### src/dcore_settings.svh
`ifndef DCORE_SETTINGS_SVH
`define DCORE_SETTINGS_SVH

// number of time-interleaved ADC slices
`define DCORE_NTI 16

// ADC magnitude width, also the width of an unfolded code
`define DCORE_NADC 8

// PRBS7, x^7 + x^6 + 1
`define DCORE_PRBS_ORDER 7

// taps counted in serial positions back from the current bit
`define DCORE_PRBS_TAP_A 7
`define DCORE_PRBS_TAP_B 6

// width of the error and total bit counters
`define DCORE_CNT_W 32

`endif

### src/dcore_pkg.sv
`default_nettype none

`include "dcore_settings.svh"

package dcore_pkg;

    // one slice as delivered by the analog side
    typedef struct packed {
        logic [`DCORE_NADC-1:0] mag;
        logic                   sign;
    } adc_sample_t;

    // all slices of one clk_adc cycle, slice k is serial position k
    typedef adc_sample_t [`DCORE_NTI-1:0] adc_word_t;

    // signed code after unfolding and offset removal
    typedef logic signed [`DCORE_NADC-1:0] code_t;
    typedef code_t [`DCORE_NTI-1:0] code_word_t;
    typedef code_t [`DCORE_NTI-1:0] offset_word_t;

    typedef enum logic [1:0] {
        MODE_CLEAR  = 2'd0,
        MODE_COUNT  = 2'd1,
        MODE_FREEZE = 2'd2
    } checker_mode_e;

    typedef struct packed {
        logic                  cke;
        logic [`DCORE_NTI-1:0] chan_sel;
        checker_mode_e         mode;
    } prbs_cfg_t;

    typedef struct packed {
        logic [`DCORE_CNT_W-1:0] err_count;
        logic [`DCORE_CNT_W-1:0] total_count;
    } prbs_counts_t;

endpackage

`default_nettype wire

### src/adc_unfold.sv
`default_nettype none

`include "dcore_settings.svh"

module adc_unfold (
    input  wire logic                    clk_adc,
    input  wire logic                    reset_i,
    input  wire dcore_pkg::adc_word_t    adc_i,
    input  wire dcore_pkg::offset_word_t offset_i,
    output dcore_pkg::code_word_t        codes_o
);

    // two extra bits hold -255-127 .. 255+128 without wrap
    logic signed [`DCORE_NADC+1:0] exact [`DCORE_NTI];
    dcore_pkg::code_word_t         sat;

    always_comb begin
        for (int k = 0; k < `DCORE_NTI; k++) begin
            // sign 1 means a positive sample
            if (adc_i[k].sign) begin
                exact[k] = $signed({2'b00, adc_i[k].mag}) - offset_i[k];
            end else begin
                exact[k] = -$signed({2'b00, adc_i[k].mag}) - offset_i[k];
            end

            // top three bits equal means the value fits in NADC bits
            if ((&exact[k][`DCORE_NADC+1:`DCORE_NADC-1]) ||
                (~|exact[k][`DCORE_NADC+1:`DCORE_NADC-1])) begin
                sat[k] = exact[k][`DCORE_NADC-1:0];
            end else if (exact[k][`DCORE_NADC+1]) begin
                sat[k] = {1'b1, {(`DCORE_NADC-1){1'b0}}};
            end else begin
                sat[k] = {1'b0, {(`DCORE_NADC-1){1'b1}}};
            end
        end
    end

    always_ff @(posedge clk_adc) begin
        if (reset_i) begin
            codes_o <= '0;
        end else begin
            codes_o <= sat;
        end
    end

    // the most negative code only comes from a true negative overflow or an exact hit
    for (genvar k = 0; k < `DCORE_NTI; k++) begin : g_sat_check
        a_min_code: assert property (
            @(posedge clk_adc) disable iff (reset_i)
            (codes_o[k] == {1'b1, {(`DCORE_NADC-1){1'b0}}})
                |-> ($past(exact[k]) <= -(2 ** (`DCORE_NADC - 1)))
        );
    end

endmodule

`default_nettype wire

### src/rx_decision.sv
`default_nettype none

`include "dcore_settings.svh"

module rx_decision (
    input  wire logic                  clk_adc,
    input  wire logic                  reset_i,
    // unfolded codes from the ADC side
    input  wire dcore_pkg::code_word_t codes_i,
    input  wire dcore_pkg::code_t      thresh_i,
    // BIST source select
    input  wire logic                  sel_bist_i,
    input  wire logic [`DCORE_NTI-1:0] bist_word_i,
    output logic [`DCORE_NTI-1:0]      rx_bits_o
);

    logic [`DCORE_NTI-1:0] sliced;
    logic [`DCORE_NTI-1:0] chosen;

    // strict compare, a code equal to the threshold is a zero
    always_comb begin
        for (int k = 0; k < `DCORE_NTI; k++) begin
            sliced[k] = (codes_i[k] > thresh_i);
        end
    end

    assign chosen = sel_bist_i ? bist_word_i : sliced;

    always_ff @(posedge clk_adc) begin
        if (reset_i) begin
            rx_bits_o <= '0;
        end else begin
            rx_bits_o <= chosen;
        end
    end

endmodule

`default_nettype wire

### src/prbs_gen.sv
`default_nettype none

`include "dcore_settings.svh"

module prbs_gen (
    input  wire logic                  clk_adc,
    input  wire logic                  reset_i,
    input  wire logic                  cke_i,
    input  wire logic                  inj_err_i,
    output logic [`DCORE_NTI-1:0]      word_o
);

    // state[0] is the newest serial bit, state[i] is i+1 positions back
    logic [`DCORE_PRBS_ORDER-1:0] state;
    logic [`DCORE_PRBS_ORDER-1:0] state_next;
    logic [`DCORE_NTI-1:0]        seq_bits;

    // LFSR unrolled over one word, bit 0 comes out first
    always_comb begin
        state_next = state;
        for (int k = 0; k < `DCORE_NTI; k++) begin
            seq_bits[k] = state_next[`DCORE_PRBS_TAP_A-1] ^ state_next[`DCORE_PRBS_TAP_B-1];
            state_next  = {state_next[`DCORE_PRBS_ORDER-2:0], seq_bits[k]};
        end
    end

    always_ff @(posedge clk_adc) begin
        if (reset_i) begin
            state <= '1;
        end else if (cke_i) begin
            state <= state_next;
        end
    end

    // injected error flips the first bit of the word, state is untouched
    assign word_o = seq_bits ^ {{(`DCORE_NTI-1){1'b0}}, inj_err_i & cke_i};

endmodule

`default_nettype wire

### src/prbs_checker.sv
`default_nettype none

`include "dcore_settings.svh"

module prbs_checker (
    input  wire logic                  clk_adc,
    input  wire logic                  reset_i,
    input  wire dcore_pkg::prbs_cfg_t  cfg_i,
    input  wire logic [`DCORE_NTI-1:0] rx_bits_i,
    output dcore_pkg::prbs_counts_t    counts_o
);

    // hist[ORDER-1] is the bit just before rx_bits_i[0]
    logic [`DCORE_PRBS_ORDER-1:0]           hist;
    logic [`DCORE_NTI+`DCORE_PRBS_ORDER-1:0] stream;
    logic [`DCORE_NTI-1:0]                   err_bits;

    function automatic logic [`DCORE_CNT_W-1:0] popcount(input logic [`DCORE_NTI-1:0] v);
        logic [`DCORE_CNT_W-1:0] n;
        n = '0;
        for (int i = 0; i < `DCORE_NTI; i++) begin
            n = n + {{(`DCORE_CNT_W-1){1'b0}}, v[i]};
        end
        return n;
    endfunction

    assign stream = {rx_bits_i, hist};

    // self-synchronizing check against the received bits themselves
    always_comb begin
        for (int k = 0; k < `DCORE_NTI; k++) begin
            err_bits[k] = stream[`DCORE_PRBS_ORDER + k]
                        ^ stream[`DCORE_PRBS_ORDER + k - `DCORE_PRBS_TAP_A]
                        ^ stream[`DCORE_PRBS_ORDER + k - `DCORE_PRBS_TAP_B];
        end
    end

    // history follows the line in every mode
    always_ff @(posedge clk_adc) begin
        if (reset_i) begin
            hist <= '0;
        end else begin
            hist <= rx_bits_i[`DCORE_NTI-1 -: `DCORE_PRBS_ORDER];
        end
    end

    always_ff @(posedge clk_adc) begin
        if (reset_i) begin
            counts_o <= '0;
        end else begin
            case (cfg_i.mode)
                dcore_pkg::MODE_CLEAR: begin
                    counts_o <= '0;
                end
                dcore_pkg::MODE_COUNT: begin
                    if (cfg_i.cke) begin
                        counts_o.total_count <= counts_o.total_count
                                              + popcount(cfg_i.chan_sel);
                        counts_o.err_count   <= counts_o.err_count
                                              + popcount(err_bits & cfg_i.chan_sel);
                    end
                end
                // freeze and the spare code hold
                default: begin
                    counts_o <= counts_o;
                end
            endcase
        end
    end

    a_freeze_hold: assert property (
        @(posedge clk_adc) disable iff (reset_i)
        (cfg_i.mode == dcore_pkg::MODE_FREEZE) |=> $stable(counts_o)
    );

    // every error is also counted as a checked bit
    a_err_le_total: assert property (
        @(posedge clk_adc) disable iff (reset_i)
        counts_o.err_count <= counts_o.total_count
    );

endmodule

`default_nettype wire

### src/dcore_top.sv
`default_nettype none

`include "dcore_settings.svh"

module dcore_top (
    input  wire logic                    clk_adc,
    input  wire logic                    reset_i,
    // ADC side
    input  wire dcore_pkg::adc_word_t    adc_i,
    input  wire dcore_pkg::offset_word_t offset_i,
    // decision and BIST controls
    input  wire dcore_pkg::code_t        thresh_i,
    input  wire logic                    sel_bist_i,
    input  wire logic                    gen_cke_i,
    input  wire logic                    gen_inj_err_i,
    input  wire dcore_pkg::prbs_cfg_t    prbs_cfg_i,
    // results
    output wire logic [`DCORE_NTI-1:0]   bits_o,
    output wire dcore_pkg::prbs_counts_t counts_o
);

    wire dcore_pkg::code_word_t codes;
    wire logic [`DCORE_NTI-1:0] bist_word;
    wire logic [`DCORE_NTI-1:0] rx_bits;

    adc_unfold u_unfold (
        .clk_adc  (clk_adc),
        .reset_i  (reset_i),
        .adc_i    (adc_i),
        .offset_i (offset_i),
        .codes_o  (codes)
    );

    prbs_gen u_gen (
        .clk_adc   (clk_adc),
        .reset_i   (reset_i),
        .cke_i     (gen_cke_i),
        .inj_err_i (gen_inj_err_i),
        .word_o    (bist_word)
    );

    rx_decision u_decision (
        .clk_adc     (clk_adc),
        .reset_i     (reset_i),
        .codes_i     (codes),
        .thresh_i    (thresh_i),
        .sel_bist_i  (sel_bist_i),
        .bist_word_i (bist_word),
        .rx_bits_o   (rx_bits)
    );

    // checker always looks at whatever source the decision stage picked
    prbs_checker u_checker (
        .clk_adc   (clk_adc),
        .reset_i   (reset_i),
        .cfg_i     (prbs_cfg_i),
        .rx_bits_i (rx_bits),
        .counts_o  (counts_o)
    );

    assign bits_o = rx_bits;

endmodule

`default_nettype wire

### config.mk
export PLATFORM = sky130hd
export DESIGN_NAME = dcore_top
export DESIGN_NICKNAME = d
export VERILOG_FILES = /design/src/dcore_pkg.sv /design/src/adc_unfold.sv /design/src/rx_decision.sv /design/src/prbs_gen.sv /design/src/prbs_checker.sv /design/src/dcore_top.sv
export VERILOG_INCLUDE_DIRS = /design/src
export SDC_FILE = /design/constraint.sdc
export NUM_CORES = 1
export LEC_CHECK = 0
export ABC_AREA = 1
export ABC_CLOCK_PERIOD_IN_PS = 11460
export BUFFER_PORTS_ARGS = -buffer_cell sky130_fd_sc_hd__buf_4
export CAP_MARGIN = 10
export CORE_MARGIN = 2
export CORE_UTILIZATION = 40
export DETAILED_ROUTE_END_ITERATION = 16
export PLACE_DENSITY = 0.68
export SYNTH_ARGS = -nofsm -noshare
export SYNTH_HDL_FRONTEND = slang
export SYNTH_HIERARCHICAL = 1
export SYNTH_SLANG_ARGS = --single-unit
### constraint.sdc
create_clock -name clk_adc -period 11.46 [get_ports clk_adc]
set_input_delay 1.146 -clock clk_adc [delete_from_list [all_inputs] [get_ports clk_adc]]
set_output_delay 1.146 -clock clk_adc [all_outputs]
set_load 0.05 [all_outputs]
==> results of run 1 <==
[registers in the layout (all words and copies together), names as in the netlist]
register	flops
u_unfold/codes_o	128
u_checker/counts_o	64
u_decision/rx_bits_o	16
u_checker/hist	7
u_gen/state	7
[metal layers]
metal	part of all wire, %	global-route usage, %
met1	46	27.6
met2	46	37.2
met3	5.4	3.12
met4	2.2	4.52
met5	0.039	0
[how the worst min path moves through the flow]
stage                              from                end  cells past startpoint
4_1_cts        u_decision/rx_bits_o[12]  u_checker/hist[3]                      2
3_3_place_gp   u_decision/rx_bits_o[12]  u_checker/hist[3]                      2
6_report       u_decision/rx_bits_o[11]  u_checker/hist[2]                      2
2_1_floorplan            u_gen/state[1]     u_gen/state[1]                      2
3_5_place_dp   u_decision/rx_bits_o[12]  u_checker/hist[3]                      2
5_1_grt        u_decision/rx_bits_o[13]  u_checker/hist[4]                      2
[synth_stat cells (11+ instances only)]
cell type | n | area [um2]
a21o_1 | 16 | 120
a21oi_1 | 385 | 1930
clkbuf_1 | 34 | 128
dfxtp_1 | 222 | 4440
fa_1 | 53 | 1060
ha_1 | 529 | 6620
inv_1 | 922 | 3460
inv_2 | 27 | 101
nand2_1 | 1492 | 5600
nand2_2 | 34 | 213
nand3_1 | 358 | 1790
nand4_1 | 86 | 538
nor2_1 | 380 | 1430
nor2_2 | 36 | 225
nor3_1 | 20 | 100
o21ai_0 | 166 | 831
o21bai_1 | 20 | 150
o22ai_1 | 12 | 75.1
o31ai_1 | 15 | 113
or2_1 | 11 | 68.8
xnor2_1 | 42 | 368
xor2_1 | 40 | 350
[cell type report]
cell class / count / area, um2
fill: 7889 / 40200
antenna: 4 / 10.0
inverter: 953 / 3580
clock inverter: 14 / 234
clock buffer: 42 / 876
sequential: 222 / 4440
timing repair buffer: 393 / 2950
tap: 978 / 1220
multi-input combinational: 3768 / 22200
[power by group]
group | switching [uW] | internal, uW | total (uW)
Combinational | 1150 | 720 | 1870
Sequential | 48.5 | 864 | 913
Clock | 388 | 646 | 1030
[metrics by stage]
stage	cells	hold WS (ns)
finish	6374	0.460
floorplan	4994	0.496
CTS	6370	0.491
detailed placement	6314	0.480
global route	6372	0.506
global placement	6314	0.483
[worst max-delay path: stages, from the launching register on]
cell	delay [ns]
dfxtp_1	0.43
xor2_1	0.19
or2_2	0.13
nand3_1	0.08
fa_1	0.54
inv_1	0.05
fa_1	0.45
fa_1	0.36
inv_1	0.08
fa_1	0.39
inv_1	0.07
ha_1	0.23
ha_1	0.27
inv_1	0.04
fa_1	0.47
inv_1	0.06
fa_1	0.42
nand3_1	0.11
nand3_1	0.12
nand3_1	0.09
nand2_1	0.12
nand3_1	0.12
nand2_1	0.06
nand2_1	0.05
nor2_1	0.05
[cells by family (layout without fill, tap and decap cells)]
logic type	Yosys count	count (layout)	share of synthesized area (%)
xor gates and xnor gates	84	84	2.46
AOI/OAI and AO/OA	642	642	11.3
adders and majority gates	582	582	25.2
and+or+nand+nor	2460	2460	33.9
buffers and inverters	1004	1402	12.6
other	0	4	0
DFF	222	222	14.6
==> results.cfg, run 1 <==
[sta]
rsz0062_at_grt = false
report.final.slew_viol_count = 0
clock_skew_ns = 0.0284
finalSetupViolCount = 0
fmax_ghz = 0.196
hold_viol_final = 0
tightest_slew_ns = 1.13
fin_ws_ns = 6.37
relSlewSlack_pct = 24.8
setup_tns_ns = 0
period_minus_slack_ns = 5.09
fin_crit_sh_pct = 44.4

[global_routing]
grt_pass1_wl_um = 139000
grt_max_degree = 90
overflow = 0
gr-usage-all-layers_pct = 21.3
grt_antenna_before_repair = 7
first_global_vias = 28800

[synth]
synth_edf_count = 0
yosysSeqAreaShare_pct = 14.6
avgSynthCellArea_um2 = 6.10
async_flop_share_pct = 0
syn_nets = 5880
ys_types = 49
synthCells = 4994
syn_area_um2 = 30500
synth-seq-cells = 222
ys.warnings.count = 6
synth_ff_type = dfxtp_1

[routing]
wire_per_inst_um = 13.4
drtPass1Iterations = 5
ant_nets = 0
drc = 0
wirelength_um = 85500
drt-initial-drc-count = 1476
vias = 31200
viasPerCell = 4.89

[power]
total_power_uw = 3820
p_leak_uw = 0.0205
peakVddDrop_mv = 0.128
powerDensity_nw_per_um2 = 108

[setup_path]
crit_path_end_kind = flop
rr_startpoint = u_decision/rx_bits_o[3]
rr_endpoint = u_checker/counts_o[56]
worstSetupStartpoint = u_decision/rx_bits_o[3]
cp.arrival_ns = 5.59
crit_type = reg -> reg
endpoint = u_checker/counts_o[56]
required_ns = 11.96
startpoint_type = flop
rr_worst_depth = 24
timing.reg2reg.setup_slack_ns = 6.37
crit_fanout = 4

[floorplan]
initial_utilization_pct = 40.2
core_um2 = 75700
io_pins = 384
rows = 101
die_area_um2 = 78400
die_y_um = 280
die_w_um = 280

[clock_network]
cts_buffers = 30
clock_latency_ns = 0.60
cts_setup_buffers = 0
clockRootBuffer = clkbuf_16
cts_resized = 0
clkTransAtPathRegs_ns = 0.06
cts_tree = yes
cts_hold_buf = 0
cts.sinks = 222
clk_path_buf_depth = 3
h-tree-depth = 1

[final_layout]
drive_gt1_share_pct = 10.8
most-common-layout-cells = nand2_1, inv_1, ha_1
postLayoutCellArea_um2 = 35500
post-route-util_pct = 46.9
final_common_cell = nand2_1
nets = 6254
area_growth_pct = 16.6

[placement]
place_congestion = 0.933
placedInstanceArea_um2 = 34400
place_ws_ns = 5.76
port_buffers = 383
dp_hpwl_um = 69200

[outcome]
outcome = completed

[hold_path]
hold_path_class = reg -> reg

[job]
drv_cap = 0
Power figures use the tool's default switching activity.
==> run 2, diff against run 1 <==
--- a/config.mk
+++ b/config.mk
@@ -7,7 +7,7 @@
 export NUM_CORES = 1
 export LEC_CHECK = 0
 export ABC_AREA = 1
-export ABC_CLOCK_PERIOD_IN_PS = 11460
+export ABC_CLOCK_PERIOD_IN_PS = 5150
 export BUFFER_PORTS_ARGS = -buffer_cell sky130_fd_sc_hd__buf_4
 export CAP_MARGIN = 10
 export CORE_MARGIN = 2
==> constraint.sdc (replaced) <==
create_clock -name clk_adc -period 5.15 [get_ports clk_adc]
set_input_delay 0.515 -clock clk_adc [delete_from_list [all_inputs] [get_ports clk_adc]]
set_output_delay 0.515 -clock clk_adc [all_outputs]
set_load 0.05 [all_outputs]
==> run 2 against run 1 <==
Compared with the run above:
- register-to-register slack worse by 6.1 ns
- clock skew down 0.0086 ns
- via count about the same
- flip-flop and latch count stayed put
- total power is 120% higher
==> results.cfg, run 2 (synthesized netlist as in run 1, its figures left out) <==
[setup_path]
crit_family = adder cells
cpMaxStageDelayCell = fa_1
crit_fanout = 3
timing.reg2reg.setup_slack_ns = 0.27
cp.arrival_ns = 5.37
crit_path_end_kind = flop
endpoint = u_checker/counts_o[56]
startpoint_type = flop
cp.depth = 24
crit_type = reg -> reg
path_cells = xor2_2 -> or2_2 -> nand3_2 -> fa_1 -> inv_1 -> fa_1 -> fa_1 -> inv_1 -> fa_1 -> inv_1 -> ha_1 -> ha_1 -> inv_1 -> fa_1 -> inv_1 -> fa_2 -> nand3_1 -> nand3_1 -> nand3_1 -> nand2_2 -> nand3_1 -> nand2_1 -> nand2_1 -> nor2_1
rr_endpoint = u_checker/counts_o[56]
crit_path_max_incr_delay_ns = 0.47
worstSetupStartpoint = u_decision/rx_bits_o[3]
rr_worst_depth = 24
rr_startpoint = u_decision/rx_bits_o[3]
crit_buf_inv = 5
required_ns = 5.64

[global_routing]
gr-usage-all-layers_pct = 21.1
grt_max_degree = 90
first_global_vias = 28600
grt_pass1_wl_um = 138000
overflow = 0
grt_antenna_before_repair = 3

[floorplan]
die_w_um = 280
core_um2 = 75700
die_area_um2 = 78400
io_pins = 384
initial_utilization_pct = 40.2
rows = 101
die_y_um = 280

[sta]
relSlewSlack_pct = 24.5
fmax_ghz = 0.205
fin_crit_sh_pct = 94.8
period_minus_slack_ns = 4.88
fin_ws_ns = 0.269
setup_tns_ns = 0
finalSetupViolCount = 0
holdWs_ns = 0.208
clock_skew_ns = 0.0198
report.final.slew_viol_count = 0
hold_viol_final = 0
tightest_slew_ns = 1.13

[clock_network]
cts.sinks = 222
cts_hold_buf = 0
clockRootBuffer = clkbuf_16
cts_tree = yes
cts_buffers = 29
clkTransAtPathRegs_ns = 0.06
clock_latency_ns = 0.59
clk_path_buf_depth = 3
h-tree-depth = 1

[placement]
placedInstanceArea_um2 = 34400
dp_hpwl_um = 69500
place_congestion = 0.919
place_ws_ns = 0.0270
port_buffers = 383

[routing]
drt-initial-drc-count = 1622
drc = 0
vias = 31200
drtPass1Iterations = 6
wirelength_um = 85200
viasPerCell = 4.89
wire_per_inst_um = 13.4
ant_nets = 0

[outcome]
outcome = completed

[final_layout]
nets = 6259
final_common_cell = nand2_1
drive_gt1_share_pct = 11.1
largest_reg_flops = 128
regMostFlops = u_unfold/codes_o
area_growth_pct = 16.5
postLayoutCellArea_um2 = 35500
most-common-layout-cells = nand2_1, inv_1, ha_1
top_regs = u_unfold/codes_o: 128 flops, u_checker/counts_o: 64 flops, u_decision/rx_bits_o: 16 flops

[power]
peakVddDrop_mv = 0.264
powerDensity_nw_per_um2 = 233
p_leak_uw = 0.0205
total_power_uw = 8260

[hold_path]
hold_path_class = in -> reg
holdCritStartpoint = gen_cke_i

[job]
drv_cap = 0
[run 2: cell count changes in the layout (fill, tap and decap cells not counted), sizes merged]
cell and delta:
buf +5, bufinv -4, clkbuf -4, clkinv +3
clkinvlp +1, diode -3, inv +2, nand3 +1
[run 2: per-layer routing]
layer | global-route usage (%) | vias to the layer above | part of all wire [%]
met1 | 27.8 | 13900 | 46
li1 | - | 16500 | -
met5 | 0 | - | 0.027
met3 | 2.41 | 78 | 5.1
met2 | 37.5 | 681 | 47
met4 | 3.44 | 4 | 1.5
[run 2: worst min path at each step]
stage	to	slack, ns	depth (start not counted)
4_1_cts	u_gen/state[6]	0.18	3
6_report	u_gen/state[6]	0.21	3
5_1_grt	u_gen/state[6]	0.21	3
2_1_floorplan	u_gen/state[1]	0.50	2
3_5_place_dp	u_checker/hist[6]	0.48	2
3_3_place_gp	u_checker/hist[6]	0.47	2
[run 2: final cells by class]
| class | instances | area [um2] |
|---|---|---|
| fill | 7950 | 40200 |
| multi-input combinational | 3769 | 22300 |
| sequential | 222 | 4450 |
| inverter | 953 | 3580 |
| timing repair buffer | 398 | 2990 |
| tap | 978 | 1220 |
| clock buffer | 38 | 830 |
| clock inverter | 16 | 140 |
| antenna | 1 | 2.50 |
[run 2: power by group]
| part | switching [uW] | internal, uW | total, uW | leakage [uW] |
|---|---|---|---|---|
| combinational | 2580 | 1620 | 4200 | 0.0182 |
| clock | 846 | 1190 | 2040 | 0.000471 |
| sequential | 103 | 1920 | 2030 | 0.00183 |
[run 2: tightest hold or removal path: stages]
cell and delay [ns]:
buf_4 0.14, nand2_1 0.06, nand2_1 0.04
[run 2: repair_timing]
item | in CTS | in global routing
resized for setup | 0 | 16
setup endpoints to repair | 0 | 23
setup buffers | 0 | 3
[run 2: metrics by stage]
stage | std cells | utilization [%]
floorplan | 4994 | -
global placement | 6316 | 45.4
detailed placement | 6316 | 45.4
CTS | 6370 | 46.7
global route | 6375 | 46.9
finish | 6375 | 46.9
